### config.mk
export PLATFORM = sky130hd
export DESIGN_NAME = serial_exec_top
export DESIGN_NICKNAME = d
export VERILOG_FILES = /design/src/rtl/serial_exec_pkg.sv /design/src/rtl/serial_exec_top.sv /design/src/rtl/serial_alu.sv /design/src/rtl/serial_regfile.sv /design/src/rtl/exec_sequencer.sv
export SDC_FILE = /design/constraint.sdc
export NUM_CORES = 2
export LEC_CHECK = 0
export ABC_AREA = 1
export BUFFER_PORTS_ARGS = -buffer_cell sky130_fd_sc_hd__buf_2
export CORE_MARGIN = 5
export CORE_UTILIZATION = 30
export DETAILED_ROUTE_END_ITERATION = 8
export GPL_ROUTABILITY_DRIVEN = 0
export PLACE_DENSITY = 0.52
export RECOVER_POWER = 25
export REMOVE_ABC_BUFFERS = 1
export SYNTH_ARGS = -nofsm -noshare
export SYNTH_HDL_FRONTEND = slang
export SYNTH_HIERARCHICAL = 1
export SYNTH_SLANG_ARGS = --single-unit
### constraint.sdc
create_clock -name clk -period 8.1 [get_ports clk]
set_clock_uncertainty 0.05 [all_clocks]
set_input_delay 0.405 -clock clk [delete_from_list [all_inputs] [get_ports clk]]
set_output_delay 0.405 -clock clk [all_outputs]
set_load 0.01 [all_outputs]
### src/rtl/serial_exec_pkg.sv
package serial_exec_pkg;

   // Datapath geometry
   localparam int XLEN           = 32;
   localparam int BITS_PER_CYCLE = 4;
   localparam int SLICES         = XLEN / BITS_PER_CYCLE;
   localparam int NUM_REGS       = 32;

   typedef logic [$clog2(NUM_REGS)-1:0] reg_addr_t;
   typedef logic [XLEN-1:0]             word_t;
   typedef logic [BITS_PER_CYCLE-1:0]   slice_t;
   typedef logic [$clog2(SLICES)-1:0]   cnt_t;

   // Operation codes carried with each command
   typedef enum logic [2:0] {
      OP_ADD  = 3'd0,
      OP_SUB  = 3'd1,
      OP_AND  = 3'd2,
      OP_OR   = 3'd3,
      OP_XOR  = 3'd4,
      OP_SLT  = 3'd5,
      OP_SLTU = 3'd6
   } alu_op_e;

endpackage
### src/rtl/serial_exec_top.sv
`timescale 1ns/1ps

module serial_exec_top (
   input  logic                       clk,
   input  logic                       i_rst_n,
   input  logic                       i_start,
   input  serial_exec_pkg::alu_op_e   i_op,
   input  logic                       i_use_imm,
   input  serial_exec_pkg::reg_addr_t i_rs1,
   input  serial_exec_pkg::reg_addr_t i_rs2,
   input  serial_exec_pkg::reg_addr_t i_rd,
   input  serial_exec_pkg::word_t     i_imm,
   output logic                       o_busy,
   output logic                       o_done,
   output serial_exec_pkg::word_t     o_result
);
   import serial_exec_pkg::*;

   alu_op_e   alu_op;
   logic      use_imm;
   slice_t    imm_slice;
   cnt_t      cnt;
   logic      cnt_en;
   logic      first;
   logic      cmp_stage;
   reg_addr_t rs1_addr;
   reg_addr_t rs2_addr;
   reg_addr_t wr_addr;
   logic      wen;
   slice_t    wdata;
   slice_t    rs1;
   slice_t    rs2;
   slice_t    alu_rd;

   exec_sequencer u_seq (
      .clk         (clk),
      .i_rst_n     (i_rst_n),
      .i_start     (i_start),
      .i_op        (i_op),
      .i_use_imm   (i_use_imm),
      .i_rs1       (i_rs1),
      .i_rs2       (i_rs2),
      .i_rd        (i_rd),
      .i_imm       (i_imm),
      .i_alu_rd    (alu_rd),
      .o_op        (alu_op),
      .o_use_imm   (use_imm),
      .o_imm_slice (imm_slice),
      .o_cnt       (cnt),
      .o_cnt_en    (cnt_en),
      .o_first     (first),
      .o_cmp_stage (cmp_stage),
      .o_rs1_addr  (rs1_addr),
      .o_rs2_addr  (rs2_addr),
      .o_wr_addr   (wr_addr),
      .o_wen       (wen),
      .o_wdata     (wdata),
      .o_busy      (o_busy),
      .o_done      (o_done),
      .o_result    (o_result)
   );

   serial_regfile u_rf (
      .clk        (clk),
      .i_rst_n    (i_rst_n),
      .i_cnt      (cnt),
      .i_rs1_addr (rs1_addr),
      .i_rs2_addr (rs2_addr),
      .i_wr_addr  (wr_addr),
      .i_wen      (wen),
      .i_wdata    (wdata),
      .o_rs1      (rs1),
      .o_rs2      (rs2)
   );

   serial_alu u_alu (
      .clk         (clk),
      .i_rst_n     (i_rst_n),
      .i_cnt_en    (cnt_en),
      .i_first     (first),
      .i_cmp_stage (cmp_stage),
      .i_op        (alu_op),
      .i_use_imm   (use_imm),
      .i_imm_slice (imm_slice),
      .i_rs1       (rs1),
      .i_rs2       (rs2),
      .o_rd        (alu_rd)
   );

endmodule

### src/rtl/serial_alu.sv
`timescale 1ns/1ps

module serial_alu (
   input  logic                     clk,
   input  logic                     i_rst_n,
   input  logic                     i_cnt_en,
   input  logic                     i_first,
   input  logic                     i_cmp_stage,
   input  serial_exec_pkg::alu_op_e i_op,
   input  logic                     i_use_imm,
   input  serial_exec_pkg::slice_t  i_imm_slice,
   input  serial_exec_pkg::slice_t  i_rs1,
   input  serial_exec_pkg::slice_t  i_rs2,
   output serial_exec_pkg::slice_t  o_rd
);
   import serial_exec_pkg::*;

   slice_t                  op_b;
   slice_t                  b_eff;
   logic                    is_cmp;
   logic                    sub;
   logic                    carry_in;
   logic                    carry_r;
   logic                    cmp_r;
   logic                    lt_slice;
   logic [BITS_PER_CYCLE:0] sum;

   assign op_b   = i_use_imm ? i_imm_slice : i_rs2;
   assign is_cmp = (i_op == OP_SLT) || (i_op == OP_SLTU);
   assign sub    = (i_op == OP_SUB) || is_cmp;

   // Two's complement subtract: invert B, carry in of one on the first slice
   assign b_eff    = sub ? ~op_b : op_b;
   assign carry_in = i_first ? sub : carry_r;
   assign sum      = {1'b0, i_rs1} + {1'b0, b_eff} + {{BITS_PER_CYCLE{1'b0}}, carry_in};

   // Only the value from the top slice matters
   always_comb begin
      if (i_op == OP_SLTU) begin
         lt_slice = ~sum[BITS_PER_CYCLE];
      end else if (i_rs1[BITS_PER_CYCLE-1] != op_b[BITS_PER_CYCLE-1]) begin
         lt_slice = i_rs1[BITS_PER_CYCLE-1];
      end else begin
         lt_slice = ~sum[BITS_PER_CYCLE];
      end
   end

   always_ff @(posedge clk or negedge i_rst_n) begin
      if (!i_rst_n) begin
         carry_r <= 1'b0;
         cmp_r   <= 1'b0;
      end else if (i_cnt_en) begin
         carry_r <= sum[BITS_PER_CYCLE];
         cmp_r   <= lt_slice;
      end
   end

   always_comb begin
      case (i_op)
         OP_ADD,
         OP_SUB: begin
            o_rd = sum[BITS_PER_CYCLE-1:0];
         end
         OP_AND: begin
            o_rd = i_rs1 & op_b;
         end
         OP_OR: begin
            o_rd = i_rs1 | op_b;
         end
         OP_XOR: begin
            o_rd = i_rs1 ^ op_b;
         end
         OP_SLT,
         OP_SLTU: begin
            // Zeros while counting, flag in bit 0 on the extra cycle
            if (i_cmp_stage) begin
               o_rd = {{(BITS_PER_CYCLE-1){1'b0}}, cmp_r};
            end else begin
               o_rd = '0;
            end
         end
         default: begin
            o_rd = '0;
         end
      endcase
   end

endmodule

### src/rtl/serial_regfile.sv
`timescale 1ns/1ps

module serial_regfile (
   input  logic                       clk,
   input  logic                       i_rst_n,
   input  serial_exec_pkg::cnt_t      i_cnt,
   input  serial_exec_pkg::reg_addr_t i_rs1_addr,
   input  serial_exec_pkg::reg_addr_t i_rs2_addr,
   input  serial_exec_pkg::reg_addr_t i_wr_addr,
   input  logic                       i_wen,
   input  serial_exec_pkg::slice_t    i_wdata,
   output serial_exec_pkg::slice_t    o_rs1,
   output serial_exec_pkg::slice_t    o_rs2
);
   import serial_exec_pkg::*;

   // Entry index is register number on top of slice number
   logic [$bits(reg_addr_t)+$bits(cnt_t)-1:0] wr_idx;
   logic [$bits(reg_addr_t)+$bits(cnt_t)-1:0] rs1_idx;
   logic [$bits(reg_addr_t)+$bits(cnt_t)-1:0] rs2_idx;

   slice_t mem [NUM_REGS*SLICES];

   assign wr_idx  = {i_wr_addr, i_cnt};
   assign rs1_idx = {i_rs1_addr, i_cnt};
   assign rs2_idx = {i_rs2_addr, i_cnt};

   always_ff @(posedge clk or negedge i_rst_n) begin
      if (!i_rst_n) begin
         for (int i = 0; i < NUM_REGS*SLICES; i++) begin
            mem[i] <= '0;
         end
      end else if (i_wen && (i_wr_addr != '0)) begin
         mem[wr_idx] <= i_wdata;
      end
   end

   // x0 is hardwired to zero
   assign o_rs1 = (i_rs1_addr == '0) ? '0 : mem[rs1_idx];
   assign o_rs2 = (i_rs2_addr == '0) ? '0 : mem[rs2_idx];

endmodule

### src/rtl/exec_sequencer.sv
`timescale 1ns/1ps

module exec_sequencer (
   input  logic                       clk,
   input  logic                       i_rst_n,
   input  logic                       i_start,
   input  serial_exec_pkg::alu_op_e   i_op,
   input  logic                       i_use_imm,
   input  serial_exec_pkg::reg_addr_t i_rs1,
   input  serial_exec_pkg::reg_addr_t i_rs2,
   input  serial_exec_pkg::reg_addr_t i_rd,
   input  serial_exec_pkg::word_t     i_imm,
   input  serial_exec_pkg::slice_t    i_alu_rd,
   output serial_exec_pkg::alu_op_e   o_op,
   output logic                       o_use_imm,
   output serial_exec_pkg::slice_t    o_imm_slice,
   output serial_exec_pkg::cnt_t      o_cnt,
   output logic                       o_cnt_en,
   output logic                       o_first,
   output logic                       o_cmp_stage,
   output serial_exec_pkg::reg_addr_t o_rs1_addr,
   output serial_exec_pkg::reg_addr_t o_rs2_addr,
   output serial_exec_pkg::reg_addr_t o_wr_addr,
   output logic                       o_wen,
   output serial_exec_pkg::slice_t    o_wdata,
   output logic                       o_busy,
   output logic                       o_done,
   output serial_exec_pkg::word_t     o_result
);
   import serial_exec_pkg::*;

   logic      armed;
   logic      run;
   logic      cmp_stage;
   logic      done;
   logic      busy;
   logic      accept;
   logic      last;
   logic      is_cmp;
   cnt_t      cnt;
   alu_op_e   op_r;
   logic      use_imm_r;
   reg_addr_t rs1_r;
   reg_addr_t rs2_r;
   reg_addr_t rd_r;
   word_t     imm_sr;
   word_t     acc;
   word_t     result;

   assign busy   = run | cmp_stage;
   // One idle cycle between accept and slice 0, so armed also blocks a start
   assign accept = i_start && !busy && !armed;
   assign last   = run && (cnt == cnt_t'(SLICES - 1));
   assign is_cmp = (op_r == OP_SLT) || (op_r == OP_SLTU);

   always_ff @(posedge clk or negedge i_rst_n) begin
      if (!i_rst_n) begin
         armed     <= 1'b0;
         run       <= 1'b0;
         cmp_stage <= 1'b0;
         done      <= 1'b0;
         cnt       <= '0;
         op_r      <= OP_ADD;
         use_imm_r <= 1'b0;
      end else begin
         done  <= 1'b0;
         armed <= accept;
         if (accept) begin
            op_r      <= i_op;
            use_imm_r <= i_use_imm;
         end
         if (armed) begin
            run <= 1'b1;
            cnt <= '0;
         end else if (run) begin
            cnt <= cnt + 1'b1;
            if (last) begin
               run       <= 1'b0;
               cmp_stage <= is_cmp;
               done      <= !is_cmp;
            end
         end
         // Compare result lands in slice 0 one cycle late
         if (cmp_stage) begin
            cmp_stage <= 1'b0;
            done      <= 1'b1;
         end
      end
   end

   always_ff @(posedge clk) begin
      if (accept) begin
         rs1_r  <= i_rs1;
         rs2_r  <= i_rs2;
         rd_r   <= i_rd;
         imm_sr <= i_imm;
      end else if (run) begin
         imm_sr <= imm_sr >> BITS_PER_CYCLE;
      end
      if (run) begin
         acc <= {i_alu_rd, acc[XLEN-1:BITS_PER_CYCLE]};
      end
   end

   // Result only changes on completion
   always_ff @(posedge clk or negedge i_rst_n) begin
      if (!i_rst_n) begin
         result <= '0;
      end else if (last && !is_cmp) begin
         result <= {i_alu_rd, acc[XLEN-1:BITS_PER_CYCLE]};
      end else if (cmp_stage) begin
         result <= {acc[XLEN-1:BITS_PER_CYCLE], i_alu_rd};
      end
   end

   assign o_op        = op_r;
   assign o_use_imm   = use_imm_r;
   assign o_imm_slice = imm_sr[BITS_PER_CYCLE-1:0];
   assign o_cnt       = cnt;
   assign o_cnt_en    = run;
   assign o_first     = run && (cnt == '0);
   assign o_cmp_stage = cmp_stage;
   assign o_rs1_addr  = rs1_r;
   assign o_rs2_addr  = rs2_r;
   assign o_wr_addr   = rd_r;
   assign o_wen       = busy;
   assign o_wdata     = i_alu_rd;
   assign o_busy      = busy;
   assign o_done      = done;
   assign o_result    = result;

endmodule

* Word-level counts from Yosys, hierarchy flattened
Cells that the tools add are included.
Cells by class: div/mod/pow operators 0, shifts and indexed selects 0, mux-type cells 35, reductions and logical operators 22, add/subtract/negate cells 3, magnitude comparators 4, eq/ne operators 8, bitwise gates (word level) 9, multipliers 0
Operator list (count):
- 1024-bit bitwise mux | 1
- 32-bit 2-to-1 mux | 4
- 4-bit binary-select mux with 8-bit select | 2
- 4-bit 2-to-1 mux | 9
- 4-bit demux with 8-bit select | 1
- 9-bit greater-or-equal comparator, second input constant | 3
- 8-bit NOT with 9-bit output | 3
- 4-bit one-hot mux with 5 select lines | 1
- 1-bit 2-to-1 mux | 15
- 3-bit equality test, second input constant | 4
- 5-bit zero test | 2
- 9-bit by 1-bit less-than comparator with 1-bit output, second input constant | 1
- 1-bit logical AND | 7
- 3-bit by 2-bit equality test with 1-bit output, second input constant | 2
- 3-bit zero test | 2
- 3-bit 2-to-1 mux | 2
- 2-bit nonzero test | 3
- 4-bit by 4-bit adder with 5-bit output | 1
- 5-bit by 1-bit adder with 5-bit output | 1
- 5-bit nonzero test | 1
- 4-bit bitwise AND | 1
- 4-bit NOT | 1
- 4-bit bitwise OR | 1
- 2-bit OR reduction | 2
- 8 further kinds | 11
Word-level totals: memories 0, bits in registers 1148, logic and storage cells 352, latch bits 0, input port bits 54, RAM bits 0, bits in read-only memories 0

* Longest topological paths before layout
depth in word-level cells 13, gate-level depth with buffers 30, gate-level depth less buffers 27

* Hierarchy
Netlist, hierarchy kept.
By module, submodules not included:
- serial_regfile | cells each 5946, area an instance 47137.7 um2, seq. area each 25624.6 um2, instances 1
- exec_sequencer | cells each 517, area an instance 5037.3 um2, seq. area each 3328.2 um2, instances 1
- serial_alu | cells each 111, area an instance 668.1 um2, seq. area each 50.0 um2, instances 1

* Worst setup path before layout
OpenSTA, ideal clock, no wires.
path type register -> register, from register u_seq.cnt[0], in the netlist u_seq/o_cnt[0], to register u_rf/mem[961] (netlist name), setup slack 3.532 ns, period minus slack after synthesis 4.568 ns, data required time 7.915 ns, arrival 4.384 ns, stages on the path, launching flop included 29, path through dfrtp_1 -> buf_2 -> nor2_2 -> buf_2 -> clkbuf_1 -> nand2_1 -> nand4_1 -> nand2_1 -> nor2_1 -> nor2_1 -> nand2_1 -> nand3_1 -> nand3_1 -> nand2_1 -> nor2_1 -> inv_1 -> o21ai_1 -> xor2_1 -> fa_1 -> inv_1 -> fa_1 -> nand2_1 -> nand4_1 -> buf_4 -> clkbuf_1 -> inv_1 -> clkbuf_1 -> clkbuf_1 -> o21ai_0
On the way: word-level cells in the longest chain between the ends 12
Ends and longest elaborated chain:
- start, declared | RTL line exec_sequencer.sv:40 | cnt_t cnt;
- start signal, assigned | RTL line exec_sequencer.sv:76 | cnt <= cnt + 1'b1;
- 8-bit NOT with 9-bit output (not written as such) (*) | RTL line serial_regfile.sv:40 | assign o_rs2 = (i_rs2_addr == '0) ? '0 : mem[rs2_idx];
- 4-bit binary-select mux with 8-bit select (*) | RTL line serial_regfile.sv:40
- 4-bit 2-to-1 mux (not written as such) (*) (2 in a row) | RTL line serial_regfile.sv:40
- 4-bit 2-to-1 mux (*) | RTL line serial_regfile.sv:40
- named net rs2[0] | RTL line serial_exec_top.sv:32 | slice_t rs2;
- 4-bit 2-to-1 mux (*) | RTL line serial_alu.sv:28 | assign op_b = i_use_imm ? i_imm_slice : i_rs2;
- 4-bit NOT | RTL line serial_alu.sv:33 | assign b_eff = sub ? ~op_b : op_b;
- 4-bit 2-to-1 mux (*) | RTL line serial_alu.sv:33
- 4-bit by 4-bit adder with 5-bit output (*) | RTL line serial_alu.sv:35 | assign sum = {1'b0, i_rs1} + {1'b0, b_eff} + {{BITS_PER_CYCLE{1'b0}}, carry_in};
- 5-bit by 1-bit adder with 5-bit output (*) | RTL line serial_alu.sv:35
- 4-bit one-hot mux with 5 select lines (*) | RTL line serial_alu.sv:59 | case (i_op)
- named net alu_rd[1] | RTL line serial_exec_top.sv:33 | slice_t alu_rd;
- 1024-bit bitwise mux (*) | RTL line serial_regfile.sv:34 | mem[wr_idx] <= i_wdata;
- end signal, assigned by index | RTL line serial_regfile.sv:34
- end, declared | RTL line serial_regfile.sv:22 | slice_t mem [NUM_REGS*SLICES];
Mark *: on every way through the listed nets, which the timed path passes. The rest lies on a longest branch. The select of a mux whose other input is x is not followed. A chain may end at the register's enable or synchronous reset.

* Worst setup path after layout
from register u_seq.cnt[0], in the netlist u_seq/o_cnt[0], to register u_rf/mem[27] (netlist name)
The elaborated chain is that of the path after synthesis.

==> impl_metrics.ini <==
[status]
status = finished with violations
violations = max-capacitance violations, max-slew violations

[place]
io_buffers = 87
dp_hpwl_mm = 117.9
dp_slack_ps = 1418

[drt]
viasPerCell = 5.110
drtPass1Iterations = 6
vias = 46160
avgRoutedWirePerCell_um = 21.21
drt_wl_total_mm = 191.6
drtAntennaViolNets = 0
drc = 0
drt_iter0_markers = 4903

[yosys]
yosys_most_used_dff = dfrtp_1
syn_inst = 6574
synthDistinctLibCells = 40
synth_seq_cells = 1144
ys_async_sr_fraction = 0.9344
synth_edf_count = 75
seq_area_frac_synth = 0.5488
postSynthAreaPerCell_um2 = 8.038
synth_top_area_cell = dfrtp_1
yosys_warnings = 6
synth_top_cell_area_share = 0.5062
yosys-top-cells-area = dfrtp_1, nand2_1, o21ai_0
synth_area_um2 = 52840

[cells_and_area]
fillers = 18450
layout_common_cells = nand2_1, dfrtp_1, o21ai_0
drive_gt1_frac = 0.07070
fin_nets = 6652
final_common_cell = nand2_1
areaGrowthSynthToFinish_pct = 15.29

[clock_tree]
cts_sinks = 1144
clk_pin_slew_ps = 60
cts_htree_levels = 4
cts_root_buf = clkbuf_16
clk_latency_ps = 770
cts_tree = yes
cts_buffers = 136
cts_buffer_depth = 3
post_cts_buffers = 0

[worst_setup_path]
max_stage_delay_ps = 730
crit_chain = clkinv_2, buf_4, nand2_1, nor2_1, a21oi_1, nand3_1, nand3_1, a21oi_1, o21ai_0, nand3_1, nand2_1, nor2_1, inv_1, o21a_1, xor2_1, ha_1, nand3_1, nand3_1, nand3_1, nand2_1, inv_8, buf_4, o21ai_0
arrival_ps = 7460
crit_slowest_cell = nand2_1
ff2ff_setup_slack_ps = 1220
startpoint_type = flop
setup.worst_path.class = flop to flop
crit_top_cell = nand3_1
end_kind = flop
path_max_fanout = 102
crit_required_ps = 8680

[floorplan]
ios = 88
coreArea_um2 = 175700
core.rowCount = 154
die_y_um = 429.7
dieArea_um2 = 184600
start_util = 0.3007
floorplan.die.width_um = 429.7

[timing]
worstMarginPinSlew_ps = 5088
max_freq_mhz = 145.3
postLayoutSetupSlackWorst_ps = 1220
maxSlewHeadroom = -2.392
maxSlewViolCount = 123
fin_crit_ps = 6880
setup_viol = 0
rsz0062_at_grt = false
hold_viol = 0
finalCritPeriodShare = 0.8494

[pwr]
powerDensity_nw_per_um2 = 418.3
p_total_mw = 25.48
ir_drop_uv = 453.7
leakagePower_nw = 26.72

[global_routing]
grt_usage = 0.2026
antenna_found_initial = 2
grt_pass1_wl_mm = 288.8
grt_pass1_vias = 44130
grt-ovfl-total = 0
grt_max_degree = 154

[flow_run]
drv_cap = 2

[min_path]
hp-class = input pin to flop
[Yosys cell counts (3+ instances only)]
cell      count
xor2_1        4
o21ai_0     990
nor3_4        4
clkinv_1      6
a22oi_1      37
inv_2        13
nor2_1      305
nand4_1     168
o22ai_1       4
o21ai_1      16
nor4_4        6
nor2_4        4
nand3b_1      3
inv_1       273
buf_6         5
nand2_1    2478
nand2_4      11
dfrtp_1    1069
ha_1         14
nand3_1     428
nor2_2       17
buf_4        13
buf_2       107
a21oi_1     244
clkbuf_1    235
buf_1        28
edfxtp_1     75
[flip-flops by register name (all words and copies together), names as in the netlist]
signal             flops
u_alu/carry_r          1
u_seq/o_result        32
u_seq/armed            1
u_rf/mem            1024
u_seq/o_done           1
u_seq/o_cnt            3
u_seq/acc             28
u_seq/o_rs1_addr       5
u_alu/cmp_r            1
u_seq/imm_sr          32
u_seq/o_wr_addr        5
u_seq/o_use_imm        1
u_seq/o_cmp_stage      1
u_seq/o_rs2_addr       5
u_seq/o_cnt_en         1
u_seq/o_op             3
[stage by stage]
step / TNS [ps] / std cells / hold WS (ps) / area [um2] / util
after floorplan: -5782490 / 6186 / 59.41 / 51170 / -
after global placement: 0 / 8732 / 314.9 / 55870 / 0.3180
after detailed placement: 0 / 8732 / 315.2 / 55870 / 0.3180
after CTS: 0 / 9030 / 188.8 / 60980 / 0.3470
after global routing: 0 / 9030 / 294.4 / 60920 / 0.3467
final: 0 / 9032 / 321.5 / 60920 / 0.3467
[power by group]
part | switching [mW] | internal [mW]
Sequential | 1.03 | 7.56
Combinational | 8.22 | 2.39
Clock | 2.52 | 3.76
Total | 11.8 | 13.7
[critical path: cells and delay by family, from the launching register on]
| kind | cells | cell delay [ps] |
|---|---|---|
| flip-flops | 1 | 710 |
| AO/OA/AOI/OAI | 5 | 990 |
| buffers and inverters | 5 | 2020 |
| adder cells (fa/ha/maj) | 1 | 290 |
| XOR/XNOR | 1 | 280 |
| AND/OR/NAND/NOR | 11 | 2180 |
[area by class of cell]
class | instances | area (um2) | area share
diodes | 2 | 5.005 | 0.00008215
clock buffers | 200 | 4083 | 0.06701
clock inverters | 46 | 506.7 | 0.008318
inverters | 292 | 1132 | 0.01859
multi-input cells | 4750 | 21140 | 0.3469
flip-flops and latches | 1144 | 29010 | 0.4762
well taps | 2340 | 2928 | 0.04806
repair buffers | 258 | 2122 | 0.03483
[logic make-up after synthesis]
group / synth area share
DFF: 0.5488
adders and majority gates: 0.004073
buffers and inverters: 0.05247
xor gates and xnor gates: 0.0006629
AOI/OAI and AO/OA: 0.1251
and+or+nand+nor: 0.2688
[worst paths after layout]
kind,start,end,depth (start not counted)
hold reg to reg,u_rf/mem[1020]$_DFFE_PN0P_,u_rf/mem[1020]$_DFFE_PN0P_,0
min in group asynchronous,i_rst_n,u_seq/o_result[9]$_DFFE_PN0P_,2
setup / recovery,u_seq/o_cnt[0]$_DFFE_PN0P_,u_rf/mem[27]$_DFFE_PN0P_,23
max in group asynchronous,i_rst_n,u_rf/mem[533]$_DFFE_PN0P_,4
hold / removal,i_rs2[1],u_seq/o_rs2_addr[1]$_DFFE_PP_,2
setup reg to reg,u_seq/o_cnt[0]$_DFFE_PN0P_,u_rf/mem[27]$_DFFE_PN0P_,23
[routing by layer]
layer / share of wire / GRT usage / up-vias
met2: 0.45 / 0.3166 / 1634
met5: 0.000063 / 0 / -
met3: 0.074 / 0.04027 / 393
li1: - / - / 21580
met4: 0.041 / 0.07780 / 2
met1: 0.44 / 0.2778 / 22550
[timing repair]
action                                 CTS  global route
hold buffers                            52             0
endpoints found under the hold margin  129             0
gates resized for setup                  0             0
Power figures use the tool's default switching activity.
